### config.mk
export PLATFORM = sky130hd
export DESIGN_NAME = membus2axi
export DESIGN_NICKNAME = d
export VERILOG_FILES = /design/src/membus_pkg.sv /design/src/membus2axi.sv /design/src/inst_axi_reader.sv /design/src/data_axi_master.sv
export VERILOG_INCLUDE_DIRS = /design/src
export SDC_FILE = /design/constraint.sdc
export NUM_CORES = 1
export LEC_CHECK = 0
export ABC_AREA = 1
export BUFFER_PORTS_ARGS = -buffer_cell sky130_fd_sc_hd__buf_2
export CAP_MARGIN = 40
export CORE_AREA = 2 2 180 182
export CTS_CLUSTER_DIAMETER = 150
export CTS_CLUSTER_SIZE = 20
export DETAILED_ROUTE_END_ITERATION = 10
export DIE_AREA = 0 0 182 184
export SLEW_MARGIN = 20
export SYNTH_ARGS = -nofsm -noshare
export SYNTH_HDL_FRONTEND = slang
export SYNTH_SLANG_ARGS = --single-unit
### constraint.sdc
create_clock -name aclk -period 4.9 [get_ports aclk]
set_input_delay 1.225 -clock aclk [delete_from_list [all_inputs] [get_ports aclk]]
set_output_delay 1.225 -clock aclk [all_outputs]
set_load 0.02 [all_outputs]
### src/membus_config.svh
`ifndef MEMBUS_CONFIG_SVH
`define MEMBUS_CONFIG_SVH

//////////////////////////////////////////////////
// bus widths
//////////////////////////////////////////////////

`define MEMBUS_DATA_WIDTH 32
`define MEMBUS_ADDR_WIDTH 32
`define MEMBUS_ID_WIDTH 6
// one strobe bit per data byte
`define MEMBUS_STRB_WIDTH 4

//////////////////////////////////////////////////
// fixed axi fields
//////////////////////////////////////////////////

// transaction ids per master
`define MEMBUS_DATA_ID 3
`define MEMBUS_INST_ID 9
// 4 bytes per beat
`define MEMBUS_AXI_SIZE 2
`define MEMBUS_AXI_BURST_INCR 1

`endif
### src/membus_pkg.sv
package membus_pkg;

	//////////////////////////////////////////////////
	// data master
	//////////////////////////////////////////////////

	typedef enum logic [2:0] {
		DS_IDLE,
		DS_AW_W,
		DS_B,
		DS_AR,
		DS_R,
		DS_HOLD
	} data_state_t;

	// kind of the accepted ram request
	typedef enum logic {
		OP_READ,
		OP_WRITE
	} data_op_t;

	//////////////////////////////////////////////////
	// instruction reader
	//////////////////////////////////////////////////

	typedef enum logic [1:0] {
		IS_IDLE,
		IS_AR,
		IS_R,
		IS_HOLD
	} inst_state_t;

endpackage

### src/membus2axi.sv
`timescale 1ns/1ps
`include "membus_config.svh"

module membus2axi (
	input  logic                            aclk,
	input  logic                            rst_n,
	// data master write address
	output logic [`MEMBUS_ADDR_WIDTH-1:0]   awaddr,
	output logic [3:0]                      awlen,
	output logic [2:0]                      awsize,
	output logic [1:0]                      awburst,
	output logic [`MEMBUS_ID_WIDTH-1:0]     awid,
	output logic                            awvalid,
	input  logic                            awready,
	// data master write data
	output logic [`MEMBUS_DATA_WIDTH-1:0]   wdata,
	output logic [`MEMBUS_STRB_WIDTH-1:0]   wstrb,
	output logic                            wlast,
	output logic [`MEMBUS_ID_WIDTH-1:0]     wid,
	output logic                            wvalid,
	input  logic                            wready,
	// data master write response
	input  logic [1:0]                      bresp,
	input  logic [`MEMBUS_ID_WIDTH-1:0]     bid,
	input  logic                            bvalid,
	output logic                            bready,
	// data master read address
	output logic [`MEMBUS_ADDR_WIDTH-1:0]   araddr,
	output logic [3:0]                      arlen,
	output logic [2:0]                      arsize,
	output logic [1:0]                      arburst,
	output logic [`MEMBUS_ID_WIDTH-1:0]     arid,
	output logic                            arvalid,
	input  logic                            arready,
	// data master read data
	input  logic [`MEMBUS_DATA_WIDTH-1:0]   rdata,
	input  logic [1:0]                      rresp,
	input  logic                            rlast,
	input  logic [`MEMBUS_ID_WIDTH-1:0]     rid,
	input  logic                            rvalid,
	output logic                            rready,
	// instruction master read address
	output logic [`MEMBUS_ID_WIDTH-1:0]     m0_arid,
	output logic [`MEMBUS_ADDR_WIDTH-1:0]   m0_araddr,
	output logic [3:0]                      m0_arlen,
	output logic [2:0]                      m0_arsize,
	output logic [1:0]                      m0_arburst,
	output logic                            m0_arvalid,
	input  logic                            m0_arready,
	// instruction master read data
	input  logic [`MEMBUS_ID_WIDTH-1:0]     m0_rid,
	input  logic [`MEMBUS_DATA_WIDTH-1:0]   m0_rdata,
	input  logic [1:0]                      m0_rresp,
	input  logic                            m0_rlast,
	input  logic                            m0_rvalid,
	output logic                            m0_rready,
	// rom port
	input  logic                            rom_req,
	input  logic [`MEMBUS_ADDR_WIDTH-1:0]   rom_address,
	output logic                            rom_addr_ok,
	output logic                            rom_data_ok,
	output logic [`MEMBUS_DATA_WIDTH-1:0]   rom_rdata,
	input  logic                            rom_data_resp,
	// ram port
	input  logic                            ram_req,
	input  logic                            ram_re,
	input  logic                            ram_we,
	input  logic [`MEMBUS_ADDR_WIDTH-1:0]   ram_address,
	input  logic [`MEMBUS_DATA_WIDTH-1:0]   ram_wdata,
	input  logic [`MEMBUS_STRB_WIDTH-1:0]   ram_wmask,
	output logic                            ram_addr_ok,
	output logic                            ram_data_ok,
	output logic [`MEMBUS_DATA_WIDTH-1:0]   ram_rdata,
	input  logic                            ram_data_resp
);

	// write in flight, seen by the fetch side
	logic                           writing;
	logic [`MEMBUS_ADDR_WIDTH-1:0]  last_write_address;

	//////////////////////////////////////////////////
	// data port master
	//////////////////////////////////////////////////

	data_axi_master u_data (
		.aclk(aclk), .rst_n(rst_n),
		.req(ram_req), .re(ram_re), .we(ram_we), .address(ram_address),
		.wdata(ram_wdata), .wmask(ram_wmask), .data_resp(ram_data_resp),
		.addr_ok(ram_addr_ok), .data_ok(ram_data_ok), .rdata(ram_rdata),
		.writing(writing), .last_write_address(last_write_address),
		.awaddr(awaddr), .awlen(awlen), .awsize(awsize), .awburst(awburst),
		.awid(awid), .awvalid(awvalid), .awready(awready),
		.wdata_axi(wdata), .wstrb(wstrb), .wlast(wlast), .wid(wid),
		.wvalid(wvalid), .wready(wready),
		.bresp(bresp), .bid(bid), .bvalid(bvalid), .bready(bready),
		.araddr(araddr), .arlen(arlen), .arsize(arsize), .arburst(arburst),
		.arid(arid), .arvalid(arvalid), .arready(arready),
		.rdata_axi(rdata), .rresp(rresp), .rlast(rlast), .rid(rid),
		.rvalid(rvalid), .rready(rready)
	);

	//////////////////////////////////////////////////
	// instruction port reader
	//////////////////////////////////////////////////

	inst_axi_reader u_inst (
		.aclk(aclk), .rst_n(rst_n),
		.req(rom_req), .address(rom_address), .data_resp(rom_data_resp),
		.addr_ok(rom_addr_ok), .data_ok(rom_data_ok), .rdata(rom_rdata),
		.writing(writing), .last_write_address(last_write_address),
		.araddr(m0_araddr), .arlen(m0_arlen), .arsize(m0_arsize),
		.arburst(m0_arburst), .arid(m0_arid), .arvalid(m0_arvalid),
		.arready(m0_arready),
		.rdata_axi(m0_rdata), .rresp(m0_rresp), .rlast(m0_rlast), .rid(m0_rid),
		.rvalid(m0_rvalid), .rready(m0_rready)
	);

endmodule

### src/inst_axi_reader.sv
`timescale 1ns/1ps
`include "membus_config.svh"

module inst_axi_reader
	import membus_pkg::*;
(
	input  logic                            aclk,
	input  logic                            rst_n,
	// rom port
	input  logic                            req,
	input  logic [`MEMBUS_ADDR_WIDTH-1:0]   address,
	input  logic                            data_resp,
	output logic                            addr_ok,
	output logic                            data_ok,
	output logic [`MEMBUS_DATA_WIDTH-1:0]   rdata,
	// in-flight write from the data master
	input  logic                            writing,
	input  logic [`MEMBUS_ADDR_WIDTH-1:0]   last_write_address,
	// read address channel
	output logic [`MEMBUS_ADDR_WIDTH-1:0]   araddr,
	output logic [3:0]                      arlen,
	output logic [2:0]                      arsize,
	output logic [1:0]                      arburst,
	output logic [`MEMBUS_ID_WIDTH-1:0]     arid,
	output logic                            arvalid,
	input  logic                            arready,
	// read data channel
	input  logic [`MEMBUS_DATA_WIDTH-1:0]   rdata_axi,
	input  logic [1:0]                      rresp,
	input  logic                            rlast,
	input  logic [`MEMBUS_ID_WIDTH-1:0]     rid,
	input  logic                            rvalid,
	output logic                            rready
);

	localparam logic [`MEMBUS_ID_WIDTH-1:0] ID = `MEMBUS_INST_ID;

	inst_state_t                    state;
	logic [`MEMBUS_ADDR_WIDTH-1:0]  addr_q;
	logic                           blocked;
	logic                           accept;
	logic                           ar_hs;
	logic                           r_hs;

	// same word as a write still waiting for its b response
	assign blocked = writing &&
		(address[`MEMBUS_ADDR_WIDTH-1:2] == last_write_address[`MEMBUS_ADDR_WIDTH-1:2]);

	assign accept = req && addr_ok;
	assign ar_hs  = arvalid && arready;
	assign r_hs   = rvalid && rready && rlast && (rid == ID);

	//////////////////////////////////////////////////
	// fetch fsm
	//////////////////////////////////////////////////

	always_ff @(posedge aclk or negedge rst_n) begin
		if (!rst_n) begin
			state <= IS_IDLE;
		end else begin
			case (state)
				IS_IDLE: begin
					if (accept) begin
						state <= IS_AR;
					end
				end
				IS_AR: begin
					if (ar_hs) begin
						state <= IS_R;
					end
				end
				IS_R: begin
					if (r_hs) begin
						state <= IS_HOLD;
					end
				end
				IS_HOLD: begin
					// cpu has taken the word
					if (data_resp) begin
						state <= IS_IDLE;
					end
				end
				default: state <= IS_IDLE;
			endcase
		end
	end

	always_ff @(posedge aclk) begin
		if (accept) begin
			addr_q <= address;
		end
		if (r_hs) begin
			rdata <= rdata_axi;
		end
	end

	assign addr_ok = (state == IS_IDLE) && !blocked;
	assign data_ok = (state == IS_HOLD);

	assign araddr  = addr_q;
	assign arlen   = 4'd0;
	assign arsize  = 3'(`MEMBUS_AXI_SIZE);
	assign arburst = 2'(`MEMBUS_AXI_BURST_INCR);
	assign arid    = ID;
	assign arvalid = (state == IS_AR);
	assign rready  = (state == IS_R);

	//////////////////////////////////////////////////
	// checks
	//////////////////////////////////////////////////

	// a fetch behind a matching write gets no ar
	a_raw_hold: assert property (@(posedge aclk) disable iff (!rst_n)
		(state == IS_IDLE) && req && blocked |=> !arvalid);

	a_arvalid_hold: assert property (@(posedge aclk) disable iff (!rst_n)
		arvalid && !arready |=> arvalid && $stable(araddr));

endmodule

### src/data_axi_master.sv
`timescale 1ns/1ps
`include "membus_config.svh"

module data_axi_master
	import membus_pkg::*;
(
	input  logic                            aclk,
	input  logic                            rst_n,
	// ram port
	input  logic                            req,
	input  logic                            re,
	input  logic                            we,
	input  logic [`MEMBUS_ADDR_WIDTH-1:0]   address,
	input  logic [`MEMBUS_DATA_WIDTH-1:0]   wdata,
	input  logic [`MEMBUS_STRB_WIDTH-1:0]   wmask,
	input  logic                            data_resp,
	output logic                            addr_ok,
	output logic                            data_ok,
	output logic [`MEMBUS_DATA_WIDTH-1:0]   rdata,
	// write tracking for the fetch side
	output logic                            writing,
	output logic [`MEMBUS_ADDR_WIDTH-1:0]   last_write_address,
	// write address channel
	output logic [`MEMBUS_ADDR_WIDTH-1:0]   awaddr,
	output logic [3:0]                      awlen,
	output logic [2:0]                      awsize,
	output logic [1:0]                      awburst,
	output logic [`MEMBUS_ID_WIDTH-1:0]     awid,
	output logic                            awvalid,
	input  logic                            awready,
	// write data channel
	output logic [`MEMBUS_DATA_WIDTH-1:0]   wdata_axi,
	output logic [`MEMBUS_STRB_WIDTH-1:0]   wstrb,
	output logic                            wlast,
	output logic [`MEMBUS_ID_WIDTH-1:0]     wid,
	output logic                            wvalid,
	input  logic                            wready,
	// write response channel
	input  logic [1:0]                      bresp,
	input  logic [`MEMBUS_ID_WIDTH-1:0]     bid,
	input  logic                            bvalid,
	output logic                            bready,
	// read address channel
	output logic [`MEMBUS_ADDR_WIDTH-1:0]   araddr,
	output logic [3:0]                      arlen,
	output logic [2:0]                      arsize,
	output logic [1:0]                      arburst,
	output logic [`MEMBUS_ID_WIDTH-1:0]     arid,
	output logic                            arvalid,
	input  logic                            arready,
	// read data channel
	input  logic [`MEMBUS_DATA_WIDTH-1:0]   rdata_axi,
	input  logic [1:0]                      rresp,
	input  logic                            rlast,
	input  logic [`MEMBUS_ID_WIDTH-1:0]     rid,
	input  logic                            rvalid,
	output logic                            rready
);

	localparam logic [`MEMBUS_ID_WIDTH-1:0] ID = `MEMBUS_DATA_ID;

	data_state_t                    state;
	data_op_t                       op_q;
	data_op_t                       req_op;
	logic [`MEMBUS_ADDR_WIDTH-1:0]  addr_q;
	logic [`MEMBUS_DATA_WIDTH-1:0]  wdata_q;
	logic [`MEMBUS_STRB_WIDTH-1:0]  wmask_q;
	logic                           aw_done;
	logic                           w_done;
	logic                           accept;
	logic                           aw_hs;
	logic                           w_hs;
	logic                           b_hs;
	logic                           ar_hs;
	logic                           r_hs;

	// we wins over re, a bare req is dropped
	assign accept = req && addr_ok && (we || re);
	assign req_op = we ? OP_WRITE : OP_READ;

	assign aw_hs = awvalid && awready;
	assign w_hs  = wvalid && wready;
	// responses are matched on our own id
	assign b_hs  = bvalid && bready && (bid == ID);
	assign ar_hs = arvalid && arready;
	assign r_hs  = rvalid && rready && rlast && (rid == ID);

	//////////////////////////////////////////////////
	// control fsm
	//////////////////////////////////////////////////

	always_ff @(posedge aclk or negedge rst_n) begin
		if (!rst_n) begin
			state   <= DS_IDLE;
			op_q    <= OP_READ;
			aw_done <= 1'b0;
			w_done  <= 1'b0;
		end else begin
			case (state)
				DS_IDLE: begin
					if (accept) begin
						op_q    <= req_op;
						aw_done <= 1'b0;
						w_done  <= 1'b0;
						state   <= (req_op == OP_WRITE) ? DS_AW_W : DS_AR;
					end
				end
				DS_AW_W: begin
					// aw and w may complete in either order
					if (aw_hs) begin
						aw_done <= 1'b1;
					end
					if (w_hs) begin
						w_done <= 1'b1;
					end
					if ((aw_done || aw_hs) && (w_done || w_hs)) begin
						state <= DS_B;
					end
				end
				DS_B: begin
					if (b_hs) begin
						state <= DS_HOLD;
					end
				end
				DS_AR: begin
					if (ar_hs) begin
						state <= DS_R;
					end
				end
				DS_R: begin
					if (r_hs) begin
						state <= DS_HOLD;
					end
				end
				DS_HOLD: begin
					if (data_resp) begin
						state <= DS_IDLE;
					end
				end
				default: state <= DS_IDLE;
			endcase
		end
	end

	// request payload and read data
	always_ff @(posedge aclk) begin
		if (accept) begin
			addr_q  <= address;
			wdata_q <= wdata;
			wmask_q <= wmask;
		end
		if (r_hs) begin
			rdata <= rdata_axi;
		end
	end

	//////////////////////////////////////////////////
	// outputs
	//////////////////////////////////////////////////

	assign addr_ok = (state == DS_IDLE);
	assign data_ok = (state == DS_HOLD);

	assign writing = (op_q == OP_WRITE) && ((state == DS_AW_W) || (state == DS_B));
	assign last_write_address = addr_q;

	assign awaddr  = addr_q;
	assign awlen   = 4'd0;
	assign awsize  = 3'(`MEMBUS_AXI_SIZE);
	assign awburst = 2'(`MEMBUS_AXI_BURST_INCR);
	assign awid    = ID;
	assign awvalid = (state == DS_AW_W) && !aw_done;

	assign wdata_axi = wdata_q;
	assign wstrb     = wmask_q;
	assign wlast     = 1'b1;
	assign wid       = ID;
	assign wvalid    = (state == DS_AW_W) && !w_done;

	assign bready = (state == DS_B);

	assign araddr  = addr_q;
	assign arlen   = 4'd0;
	assign arsize  = 3'(`MEMBUS_AXI_SIZE);
	assign arburst = 2'(`MEMBUS_AXI_BURST_INCR);
	assign arid    = ID;
	assign arvalid = (state == DS_AR);

	assign rready = (state == DS_R);

	//////////////////////////////////////////////////
	// checks
	//////////////////////////////////////////////////

	a_awvalid_hold: assert property (@(posedge aclk) disable iff (!rst_n)
		awvalid && !awready |=> awvalid && $stable(awaddr));

	a_ok_exclusive: assert property (@(posedge aclk) disable iff (!rst_n)
		!(data_ok && addr_ok));

endmodule

==> impl_metrics.toml <==
[synthesis]
synthesis.area_um2 = 6817
ys.flop_type = "edfxtp_1"
synth_area_leaders = "edfxtp_1 72%, buf_4 9.3%, nand2_1 4.0%, inv_1 3.2%, dfrtp_1 2.9%"
yosys.area.top_type_share_pct = 72.25
syn_avg_cell_area_um2 = 13.94
yosys_warnings = 0
synth_seq_cells = 172
synth_cells = 489
synth.distinct_cells = 34
synth.largest_area_cell = "edfxtp_1"
synthArstFlopShare_pct = 4.651
synth-edff-count = 164
ys_seq_area_share_pct = 75.18

[detailed_routing]
antenna_left = 0
routed_wl_mm = 20.05
wire_per_inst_um = 15.41
drc = 0
drtPass1Iterations = 4
first_iter_violations = 145
via_per_inst = 3.657
via_count = 4758

[power_and_ir_drop]
max-vdd-ir-drop_uv = 315.1
leakage_nw = 4.412
power_mw = 4.272
power.density_nw_per_um2 = 445.4

[worst_setup_path]
crit_family = "simple AND/OR/NAND/NOR gates"
path_max_fanout = 3
r2r_end = "u_inst.araddr[7]$_DFFE_PP_"
cp_slowest_cell = "nor2_1"
crit_path_max_incr_delay_ns = 0.22
crit_chain = "buf_2 -> inv_1 -> nand2_1 -> nand2_1 -> nor2_1 -> nand2_1 -> nor2_1 -> nand3_1 -> nor2_2 -> nor2_1 -> buf_2"
start_kind = "input port"
rr_startpoint = "u_data.state[1]$_DFFE_PN0P_"
crit_required_ns = 3.67
crit_type = "input port to output port"
reg2reg_depth = 9
r2r_setup_slack_ns = 2.76
worstSetupEndpointType = "output port"
cp.arrival_ns = 2.55
cp_num_buf_inv = 3

[clocking]
cts_tree = "built"
htreeDepth = 4
cts_made_buffers = 17
cts-root-buf = "clkbuf_16"
clkSinkCount = 172
clockBufferDepth = 2
cts_hold_buf = 0
postCtsSetupRepairBufs = 0
ctsResizeCount = 0
clk_latency_ns = 0.43
clk_pin_slew_worst_paths_ns = 0.07

[floorplanning]
start_util_pct = 21.71
ios = 464
die_x_um = 182
coreArea_um2 = 31390
row_count = 65
dieArea_um2 = 33490
die_height_um = 184

[global_routing]
busiest_layer = "met2"
grt_max_degree = 33
grt_pass1_vias = 4755
grt_antenna_before_repair = 5
grt_pass1_wl_mm = 27.85
globalRouteMet2Util_pct = 21.01
met1_usage_pct = 12.21
grt_overflow = 0
grtUsageTotal_pct = 11.68
met3_usage_pct = 4.913

[timing]
slew_headroom_pct = 63.36
period_share_pct = 77.00
worst_pin_slew_ns = 0.5490
hold_viol = 0
fin_setup_tns_ns = 0
fmax_mhz = 265.0
finClkSkew_ns = 0.009519
setup_violations = 0
slew_violations = 0
rsz0062_at_grt = "false"
fin_hold_ws_ns = 0.5306
period_minus_slack_ns = 3.773

[placed_design]
placed_cell_area_um2 = 8992
placed_cells = 1268
hpwl_mm = 16.58
portBuffers = 405
globalplace.congestion = 0.8217

[finish]
nets = 1094
postLayoutCellArea_um2 = 9590
layout_common_cells = "405 x buf_2, 164 x edfxtp_1, 72 x nand2_1"
final_cells = 1301
layout_commonest_cell = "buf_2"
syn_to_final_growth_pct = 40.69
drive_above_1_share_pct = 51.45

[run_status]
status = "finished clean"

[worst_hold_path]
whs_path_depth = 2
worstHoldStart = "u_inst.state[1]$_DFFE_PN0P_"
hold_end = "u_inst.state[1]$_DFFE_PN0P_"
hp-class = "register to register"

[job]
cap_violations = 0
==> registers in the layout, indices dropped and copies added, names as in the netlist <==
register          cells
u_data.aw_done        1
u_inst.araddr        32
u_data.state          3
u_data.wdata_axi     32
u_inst.rdata         32
u_data.rdata         32
u_data.w_done         1
u_inst.state          2
u_data.araddr        32
u_data.op_q           1
u_data.wstrb          4
==> power breakdown <==
part / switching, mW / leakage, nW / total, mW / internal (mW)
clock: 0.572 / 0.281 / 1.37 / 0.802
combinational: 0.686 / 2.54 / 1.00 / 0.315
sequential: 0.0859 / 1.59 / 1.90 / 1.81
total: 1.34 / 4.41 / 4.27 / 2.93
==> cell families (layout without fill, tap and decap cells) <==
logic type	count (synthesis)	in the layout	share of synthesized area, %
AO/OA/AOI/OAI	22	22	2.074
XOR/XNOR	3	3	0.3855
adder cells (fa/ha/maj)	4	4	0.7342
buffers and inverters	146	505	12.70
flip-flops	172	172	75.18
other	2	53	0.1102
AND/OR/NAND/NOR	140	140	8.811
==> Yosys cell counts (2+ instances only) <==
library cell,instances
conb_1,2
xor2_1,3
o21ai_1,3
buf_4,84
nand3_1,8
nand4_1,3
nor3_1,6
a21oi_1,3
nand2_2,5
nor2_1,37
inv_2,3
nor4_1,2
inv_1,58
o21ai_0,7
nand2_1,72
nor2_2,2
dfrtp_1,8
edfxtp_1,164
ha_1,4
==> worst register-to-register path, cell delays in order, from the launching register on <==
cell and delay [ns]:
dfrtp_1 0.47, nor2_4 0.20, nand2_2 0.12, nand2_1 0.15, nand2_1 0.10, nor2_1 0.12
nand2_1 0.10, nor2_2 0.23, nor3_2 0.06, buf_4 0.25
==> layer usage <==
metal | vias up | routed length (um)
met5 | - | 27
met4 | 4 | 310
met3 | 21 | 1690
met2 | 267 | 10740
met1 | 2165 | 7284
li1 | 2301 | -
==> area by class of cell <==
type	count	area, um2
antenna	1	2.502
clock buffer	18	429.2
clock inverter	14	166.4
fill	3246	21800
inverter	62	236.5
multi-input combinational	221	1036
sequential	172	5125
tap	402	503.0
timing repair buffer	411	2092
==> how the worst max path moves through the flow <==
stage	from	to	slack [ns]	cells after the start
floorplan	rom_address[3]	u_inst.araddr[0]$_DFFE_PP_	0.51	6
global placement	rom_address[5]	rom_addr_ok	0.98	11
detailed placement	rom_address[5]	rom_addr_ok	1.00	11
CTS	rom_address[5]	rom_addr_ok	0.99	11
global route	rom_address[7]	rom_addr_ok	0.92	11
finish	rom_address[5]	rom_addr_ok	1.13	11
==> through the flow <==
stage | setup WS (ns) | utilization (%)
floorplan | 0.5076 | -
global placement | 0.9837 | 28.56
detailed placement | 1.001 | 28.64
CTS | 0.9902 | 30.54
global route | 0.9230 | 30.54
finish | 1.127 | 30.55
Note: power is estimated with default switching activity, not from simulation.
